### src/io_ctrl_pkg.sv
`default_nettype none

package io_ctrl_pkg;

	// Operating modes as seen on the two mode select pads
	typedef enum logic [1:0] {
		mode_reset   = 2'd0,
		mode_debug   = 2'd1,
		mode_run     = 2'd2,
		mode_memload = 2'd3
	} mode_t;

	// One pad port or the core output byte
	typedef logic [7:0] io_byte_t;

	// Register address on the serial config bus
	typedef logic [2:0] saddr_t;

	// Instruction memory address and word
	typedef logic [9:0] imem_addr_t;
	typedef logic [45:0] imem_word_t;

	// Serial config bus toward one pattern buffer
	// Field order follows port A, so saddr sits in the top bits
	typedef struct packed {
		saddr_t saddr;
		logic   sin;
		logic   ssel;
		logic   sclk;
	} serial_bus_t;

	// Instruction memory write request
	typedef struct packed {
		imem_addr_t addr;
		imem_word_t data;
		logic       write;
	} imem_wr_t;

endpackage

`default_nettype wire
### src/io_ctrl_top.sv
`default_nettype none

module io_ctrl_top (
	input  wire                         clk_int,
	input  wire                         mode_is_reset,
	input  wire io_ctrl_pkg::mode_t     mode_sel,
	input  wire io_ctrl_pkg::io_byte_t  port_a_in,
	input  wire io_ctrl_pkg::io_byte_t  port_b_in,
	input  wire                         pwm_low,
	input  wire                         pwm_high,
	input  wire                         sout_low,
	input  wire                         sout_high,
	input  wire io_ctrl_pkg::io_byte_t  core_out,
	output wire io_ctrl_pkg::io_byte_t  port_b_out,
	output wire                         port_b_lsb_oe,
	output wire io_ctrl_pkg::serial_bus_t serial_low,
	output wire io_ctrl_pkg::serial_bus_t serial_high,
	output wire io_ctrl_pkg::imem_wr_t  imem_wr,
	output wire io_ctrl_pkg::io_byte_t  port_a_sync,
	output wire                         pwm_low_sync,
	output wire                         pwm_high_sync,
	output wire                         reset_pat,
	output wire                         reset_patternbuf_low,
	output wire                         reset_patternbuf_high,
	output wire                         pat_clock_division,
	output wire                         clock_out
);

	// Port A, load clock, load write, pwm low, pwm high
	localparam int sync_width = 12;
	localparam int div_bits   = 5;

	logic [sync_width-1:0] pad_raw;
	logic [sync_width-1:0] pad_sync;
	logic                  sout;

	assign pad_raw = {pwm_high, pwm_low, port_b_in[1], port_b_in[0], port_a_in};

	io_sync #(
		.width(sync_width)
	) u_io_sync (
		.clk_int       (clk_int),
		.mode_is_reset (mode_is_reset),
		.async_in      (pad_raw),
		.sync_out      (pad_sync)
	);

	assign port_a_sync   = pad_sync[7:0];
	assign pwm_low_sync  = pad_sync[10];
	assign pwm_high_sync = pad_sync[11];

	// Serial bus is a slow bit-banged interface, raw port A is used directly
	debug_serial_router u_debug_serial_router (
		.mode_sel    (mode_sel),
		.port_a_in   (port_a_in),
		.sout_low    (sout_low),
		.sout_high   (sout_high),
		.serial_low  (serial_low),
		.serial_high (serial_high),
		.sout        (sout)
	);

	imem_loader u_imem_loader (
		.clk_int         (clk_int),
		.mode_is_reset   (mode_is_reset),
		.mode_sel        (mode_sel),
		.port_a_sync     (pad_sync[7:0]),
		.load_clk_sync   (pad_sync[8]),
		.load_write_sync (pad_sync[9]),
		.imem_wr         (imem_wr)
	);

	mode_ctrl u_mode_ctrl (
		.mode_sel              (mode_sel),
		.port_b_in             (port_b_in),
		.core_out              (core_out),
		.sout                  (sout),
		.port_b_out            (port_b_out),
		.port_b_lsb_oe         (port_b_lsb_oe),
		.reset_pat             (reset_pat),
		.reset_patternbuf_low  (reset_patternbuf_low),
		.reset_patternbuf_high (reset_patternbuf_high)
	);

	clock_ctrl #(
		.div_bits(div_bits)
	) u_clock_ctrl (
		.clk_int            (clk_int),
		.mode_is_reset      (mode_is_reset),
		.mode_sel           (mode_sel),
		.division_req       (port_b_in[3]),
		.clock_out          (clock_out),
		.pat_clock_division (pat_clock_division)
	);

endmodule

`default_nettype wire

### src/clock_ctrl.sv
`default_nettype none

module clock_ctrl #(
	parameter int div_bits = 5
) (
	input  wire                     clk_int,
	input  wire                     mode_is_reset,
	input  wire io_ctrl_pkg::mode_t mode_sel,
	input  wire                     division_req,
	output logic                    clock_out,
	output logic                    pat_clock_division
);

	logic [div_bits-1:0] div_cnt;

	// Free running, top bit gives a 50 percent duty output clock
	always_ff @(posedge clk_int or posedge mode_is_reset) begin
		if (mode_is_reset) begin
			div_cnt <= '0;
		end else begin
			div_cnt <= div_cnt + 1'b1;
		end
	end

	assign clock_out = div_cnt[div_bits-1];

	// Division defaults on, debug mode can change it from port B
	always_ff @(posedge clk_int or posedge mode_is_reset) begin
		if (mode_is_reset) begin
			pat_clock_division <= 1'b1;
		end else if (mode_sel == io_ctrl_pkg::mode_reset) begin
			pat_clock_division <= 1'b1;
		end else if (mode_sel == io_ctrl_pkg::mode_debug) begin
			pat_clock_division <= division_req;
		end
	end

endmodule

`default_nettype wire

### src/mode_ctrl.sv
`default_nettype none

module mode_ctrl (
	input  wire io_ctrl_pkg::mode_t     mode_sel,
	input  wire io_ctrl_pkg::io_byte_t  port_b_in,
	input  wire io_ctrl_pkg::io_byte_t  core_out,
	input  wire                         sout,
	output io_ctrl_pkg::io_byte_t       port_b_out,
	output logic                        port_b_lsb_oe,
	output logic                        reset_pat,
	output logic                        reset_patternbuf_low,
	output logic                        reset_patternbuf_high
);

	logic debug_mode;
	logic run_mode;
	logic hold_reset;

	assign debug_mode = (mode_sel == io_ctrl_pkg::mode_debug);
	assign run_mode   = (mode_sel == io_ctrl_pkg::mode_run);

	// Core and both buffers stay in reset while the memory is loaded
	assign hold_reset = (mode_sel == io_ctrl_pkg::mode_reset) ||
	                    (mode_sel == io_ctrl_pkg::mode_memload);

	// Debug lets port B bits 0 to 2 pulse individual resets
	assign reset_pat             = hold_reset | (debug_mode & port_b_in[2]);
	assign reset_patternbuf_high = hold_reset | (debug_mode & port_b_in[1]);
	assign reset_patternbuf_low  = hold_reset | (debug_mode & port_b_in[0]);

	always_comb begin
		port_b_out = core_out;
		if (debug_mode) begin
			// Lower nibble is input here, drive ones as a pull up
			port_b_out[3:0] = 4'hf;
			// Serial return goes out on bit 4
			port_b_out[4] = sout;
		end
	end

	// Lower nibble only drives in run mode, upper nibble always drives
	assign port_b_lsb_oe = run_mode;

endmodule

`default_nettype wire

### src/imem_loader.sv
`default_nettype none

module imem_loader (
	input  wire                         clk_int,
	input  wire                         mode_is_reset,
	input  wire io_ctrl_pkg::mode_t     mode_sel,
	input  wire io_ctrl_pkg::io_byte_t  port_a_sync,
	input  wire                         load_clk_sync,
	input  wire                         load_write_sync,
	output io_ctrl_pkg::imem_wr_t       imem_wr
);

	localparam int shift_bits = 58;

	logic                  memload_mode;
	logic                  load_clk;
	logic                  load_clk_prev;
	logic [shift_bits-1:0] shifter;

	assign memload_mode = (mode_sel == io_ctrl_pkg::mode_memload);

	// Load clock and strobe only count in memory load mode
	assign load_clk = load_clk_sync & memload_mode;

	// New byte enters at the bottom on each rising load clock
	always_ff @(posedge clk_int or posedge mode_is_reset) begin
		if (mode_is_reset) begin
			load_clk_prev <= 1'b0;
			shifter       <= '0;
		end else begin
			load_clk_prev <= load_clk;
			if (load_clk && !load_clk_prev) begin
				shifter <= {shifter[shift_bits-9:0], port_a_sync};
			end
		end
	end

	// Address on top, then two 24 bit slots holding 23 bit halves
	assign imem_wr.addr  = shifter[57:48];
	assign imem_wr.data  = {shifter[46:24], shifter[22:0]};
	assign imem_wr.write = load_write_sync & memload_mode;

endmodule

`default_nettype wire

### src/debug_serial_router.sv
`default_nettype none

module debug_serial_router (
	input  wire io_ctrl_pkg::mode_t     mode_sel,
	input  wire io_ctrl_pkg::io_byte_t  port_a_in,
	input  wire                         sout_low,
	input  wire                         sout_high,
	output io_ctrl_pkg::serial_bus_t    serial_low,
	output io_ctrl_pkg::serial_bus_t    serial_high,
	output logic                        sout
);

	logic debug_mode;
	logic buf_sel;
	io_ctrl_pkg::serial_bus_t bus;

	assign debug_mode = (mode_sel == io_ctrl_pkg::mode_debug);

	// Buffer select on bit 6, 0 picks the low buffer
	assign buf_sel = debug_mode & port_a_in[6];

	// Pull the serial bus out of port A bits 0 to 5
	always_comb begin
		bus.sclk  = port_a_in[0];
		bus.ssel  = port_a_in[1];
		bus.sin   = port_a_in[2];
		bus.saddr = port_a_in[5:3];
	end

	// Only the selected buffer sees any activity
	always_comb begin
		serial_low  = '0;
		serial_high = '0;
		if (debug_mode) begin
			if (buf_sel) begin
				serial_high = bus;
			end else begin
				serial_low = bus;
			end
		end
	end

	// Return path from whichever buffer is addressed
	assign sout = buf_sel ? sout_high : sout_low;

endmodule

`default_nettype wire

### src/io_sync.sv
`default_nettype none

module io_sync #(
	parameter int width = 8
) (
	input  wire               clk_int,
	input  wire               mode_is_reset,
	input  wire [width-1:0]   async_in,
	output logic [width-1:0]  sync_out
);

	// First stage may go metastable, second stage settles it
	logic [width-1:0] stage1;

	always_ff @(posedge clk_int or posedge mode_is_reset) begin
		if (mode_is_reset) begin
			stage1   <= '0;
			sync_out <= '0;
		end else begin
			stage1   <= async_in;
			sync_out <= stage1;
		end
	end

endmodule

`default_nettype wire

### config.mk
export PLATFORM = sky130hd
export DESIGN_NAME = io_ctrl_top
export DESIGN_NICKNAME = d
export VERILOG_FILES = /design/src/io_ctrl_pkg.sv /design/src/io_ctrl_top.sv /design/src/clock_ctrl.sv /design/src/mode_ctrl.sv /design/src/imem_loader.sv /design/src/debug_serial_router.sv /design/src/io_sync.sv
export SDC_FILE = /design/constraint.sdc
export NUM_CORES = 1
export LEC_CHECK = 0
export BUFFER_PORTS_ARGS = -buffer_cell sky130_fd_sc_hd__buf_2
export CAP_MARGIN = 30
export CELL_PAD_IN_SITES_DETAIL_PLACEMENT = 0
export CELL_PAD_IN_SITES_GLOBAL_PLACEMENT = 1
export CORE_ASPECT_RATIO = 0.75
export CORE_MARGIN = 2
export CORE_UTILIZATION = 36
export DETAILED_ROUTE_END_ITERATION = 10
export PLACE_DENSITY = 0.79
export REMOVE_ABC_BUFFERS = 1
export SLEW_MARGIN = 5
export SYNTH_ARGS = -nofsm -noshare
export SYNTH_HDL_FRONTEND = slang
export SYNTH_SLANG_ARGS = --single-unit
### constraint.sdc
create_clock -name clk_int -period 3.2 [get_ports clk_int]
set_clock_uncertainty 0.05 [all_clocks]
set_input_delay 0.96 -clock clk_int [delete_from_list [all_inputs] [get_ports clk_int]]
set_output_delay 0.96 -clock clk_int [all_outputs]
set_load 0.02 [all_outputs]
==> impl.org <==
** Pwr
- Sequential fraction of design power :: 42.5%
- Total Power :: 3.925 mW
- The analysis attributes to net switching a power of 1.284 mW.
- Power share of the clock group :: 27.4%
- Portion of total power attributed to combinational logic :: 30.1%
- Cell internal power was estimated by the tool at 2.641 mW.
- The analysis attributes to cell leakage a power of 2.361 nW.
- VDD IR-drop max :: 0.2573 mV
- Switching share of total power :: 32.71%
- In this run the power density over the cells is 887.2 nW/um^2.

** Detailed routing
- The first routing iteration left 52 violations.
- In the routed design, unresolved DRC markers number 0.
- Once detail routing completed, the nets flagged for antenna violations numbered 0.
- The first detailed-routing pass took 4 iterations.
- Routed length per instance :: 13.48 um
- Detailed routing inserted a total of 2047 vias.
- Vias per inst :: 4.374
- For this block, the routed nets add up to 6309 um of wire.

** Global routing
- Maximum number of pins on one net before global-route repair :: 59
- The number of global-route vias before repair is 2068.
- Global routing used 11.81% of the available tracks across all layers.
- The first global-routing pass estimated 10180 um of wire.
- Global routing finished with a remaining overflow of 0.
- Initial antenna violation count :: 0

** Timing
- For this run, the top clock speed supported by timing is 327.4 MHz.
- The worst path uses 95.44% of the clock period.
- Setup violations remaining at the end of the flow were counted as 0.
- Setup repair after global routing left no endpoint under its margin.
- Shortest period the worst path allows :: 3.054 ns
- The worst pin sits at a relative slew slack of 71.94%.
- The number of max-slew violations in the final report came to 0.
- Worst Max-Slew Pin Slew :: 0.4208 ns
- Worst Setup Slack, final :: 0.1458 ns
- Final-report hold violation count :: 0
- Setup total negative slack on the finished layout was measured at 0 ns.
- The tightest hold path in the finished design has a slack of 0.2993 ns.

** CTS
- Largest buffer count on any clock path :: 2
- Sink count of the clock tree :: 89
- Register clock-pin slew on the reported worst setup and hold paths :: 0.06 ns
- At the later pin of the worst-skew pair, clock insertion delay measures 0.33 ns.
- Resized Gates After CTS :: 0
- Number of buffers added to fix hold violations after cts :: 0
- The number of setup buffers added after CTS is 0.
- In this run the clock root is driven by a sky130_fd_sc_hd__clkbuf_16.
- The H-tree was split into 3 levels.
- Inserted Clock Buffers :: 9
- TritonCTS built the clock tree.

** Synth
- Netlist Area Pre-Place :: 3787 sq um
- Summed over its instances, the top area cell type makes up 58.14% of the synthesized netlist area.
- Top cells by count, synth :: 88 x sky130_fd_sc_hd__dfrtp_1, 59 x sky130_fd_sc_hd__buf_4, 38 x sky130_fd_sc_hd__mux2_2, 20 x sky130_fd_sc_hd__mux2_4
- Flip-flop cell with the highest count after synthesis :: sky130_fd_sc_hd__dfrtp_1
- Post-synth EDFFs :: 0
- Summing the sequential cell areas from Yosys gives 58.84% of the chip area.
- Counting every instance in the synthesized netlist gives 262.
- Biggest area contributors in the synthesized netlist :: sky130_fd_sc_hd__dfrtp_1 58%, sky130_fd_sc_hd__buf_4 12%, sky130_fd_sc_hd__mux2_2 11%
- The Yosys step of the flow raised 0 warnings.
- By instance count, the leading cell after synthesis is sky130_fd_sc_hd__dfrtp_1.
- Synth Area per Inst :: 14.46 sq um
- sky130_fd_sc_hd__dfrtp_1 takes more of the synthesized area than any other cell.
- Distinct cell type count after synthesis :: 25
- For this run, asynchronously set or reset flops after synthesis account for 100.0%.
- Counting flops and latches in the post-synthesis netlist gives 89.

** Floorplan
- Std-Cell Rows :: 32
- The die covers 11370 sq um.
- Floorplan die height :: 92.83 um
- Placeable Area :: 10250 sq um
- Ports :: 125
- Initial core utilization :: 36.95%
- X dimension of the die :: 122.4 um

** Worst setup path
- Kind of critical path :: input pin to output port
- Data on the critical path is required at its endpoint by 2.19 ns.
- Critical Path Most Common Cell :: sky130_fd_sc_hd__buf_2
- The worst setup path is captured at an output port.
- The worst setup path is launched from an input pin.
- CP max stage cell :: sky130_fd_sc_hd__ha_1
- At the worst endpoint, the arrival time is 2.04 ns.
- The signal on the critical path passes through buf_2, inv_1, ha_1, a21boi_0, buf_4, and2_1, buf_2.
- Crit-path max cell delay :: 0.22 ns
- Crit Path Max Fanout :: 5

** Place
- At the placement stage, the worst setup path has a slack of 0.1721 ns.
- The congestion estimate from routability-driven global placement came to 0.7652.
- Total half-perimeter wirelength after legalization and detailed placement :: 4416 um
- Count of input and output buffers :: 114

** Flow run
- Maxcap violations :: 0

** Final layout
- Relative to the synthesized area, the layout overhead comes to 16.82%.
- After the last flow step, the layout net total stands at 365.
- Ant. Diodes :: 0
- Share of cells above drive strength 1 :: 61.14%

** Run status
- Outcome :: completed

** Min path
- Worst min-delay path class :: flip-flop to flip-flop
==> power groups by stage <==
stage	clock (mW)	combinational, mW	sequential, mW
3_5_place_dp	0	1.20	1.70
4_1_cts	1.12	1.20	1.67
5_1_grt	1.16	1.26	1.72
6_report	1.07	1.18	1.67
3_3_place_gp	0	1.18	1.67
2_1_floorplan	0	0.415	2.03
==> flip-flops by register name, summed over array words and instances, names as in the netlist <==
register                         flops
u_io_sync.stage1                    12
u_io_sync.sync_out                  12
u_clock_ctrl.pat_clock_division      1
u_imem_loader.load_clk_prev          1
u_clock_ctrl.div_cnt                 5
u_imem_loader.shifter               58
==> path summary, 6_finish.rpt <==
path / start / end / slack [ns] / cells after the start
min in group asynchronous: mode_is_reset / u_imem_loader.shifter[5]$_DFFE_PP0P_ / 0.58 / 2
hold reg to reg: u_io_sync.stage1[5]$_DFF_PP0_ / u_io_sync.sync_out[5]$_DFF_PP0_ / 0.30 / 0
setup / recovery: mode_sel[1] / serial_low[1] / 0.15 / 7
max in group asynchronous: mode_is_reset / u_imem_loader.shifter[10]$_DFFE_PP0P_ / 1.91 / 3
hold / removal: u_io_sync.stage1[5]$_DFF_PP0_ / u_io_sync.sync_out[5]$_DFF_PP0_ / 0.30 / 0
setup reg to reg: u_io_sync.sync_out[8]$_DFF_PP0_ / u_imem_loader.shifter[49]$_DFFE_PP0P_ / 1.81 / 3
==> placed cells by master (no fill, tap or decap), types with 2 or more instances in the layout <==
master	count
sky130_fd_sc_hd__xnor2_1	2
sky130_fd_sc_hd__buf_4	5
sky130_fd_sc_hd__buf_12	2
sky130_fd_sc_hd__mux2_2	38
sky130_fd_sc_hd__and3_1	6
sky130_fd_sc_hd__inv_1	3
sky130_fd_sc_hd__or2_2	4
sky130_fd_sc_hd__and2_1	7
sky130_fd_sc_hd__clkinvlp_4	2
sky130_fd_sc_hd__clkbuf_8	2
sky130_fd_sc_hd__clkbuf_16	9
sky130_fd_sc_hd__nand2_1	7
sky130_fd_sc_hd__mux2_4	20
sky130_fd_sc_hd__ha_1	6
sky130_fd_sc_hd__buf_2	114
sky130_fd_sc_hd__dfrtp_1	88
sky130_fd_sc_hd__nand3_1	3
==> routing by layer <==
layer  GRT usage [%]  part of all wire [%]
met1           14.08                    44
met4           4.885                   1.7
met3           5.234                   8.3
met2           18.56                    46
met5               0                     0
==> final cells by class <==
type                            instances  area [sq um]
Clock buffer                           11         252.7
Clock inverter                          5         62.56
Fill cell                            1003          5826
Inverter                                4         17.52
Multi-Input combinational cell        102          1045
Sequential cell                        89          2228
Tap cell                              136         170.2
Timing Repair Buffer                  121         648.1
==> metrics by stage <==
stage                     cells  utilization, %  cell area [sq um]
after global routing        468           43.16               4424
final                       468           43.16               4424
after floorplan             195               -               3288
after detailed placement    452           40.09               4109
after CTS                   468           43.16               4424
after global placement      452           40.09               4109
==> worst max-delay path, delay by kind of cell <==
| kind | cells | cell delay, ns |
|---|---|---|
| AO/OA/AOI/OAI | 1 | 0.19 |
| adder cells (fa/ha/maj) | 1 | 0.22 |
| AND/OR/NAND/NOR | 1 | 0.14 |
| buffers and inverters | 4 | 0.52 |
==> cell families (layout without fill, tap and decap cells) <==
logic type | Yosys count | after routing | synth area share, %
buffers and inverters | 71 | 141 | 13.58
xor gates and xnor gates | 3 | 3 | 0.6939
muxes | 58 | 58 | 19.23
and+or+nand+nor | 30 | 30 | 4.691
DFF | 89 | 89 | 58.84
adders and majority gates | 6 | 6 | 1.982
AOI/OAI and AO/OA | 5 | 5 | 0.9912
No activity file was read; power rests on OpenSTA's default activity.
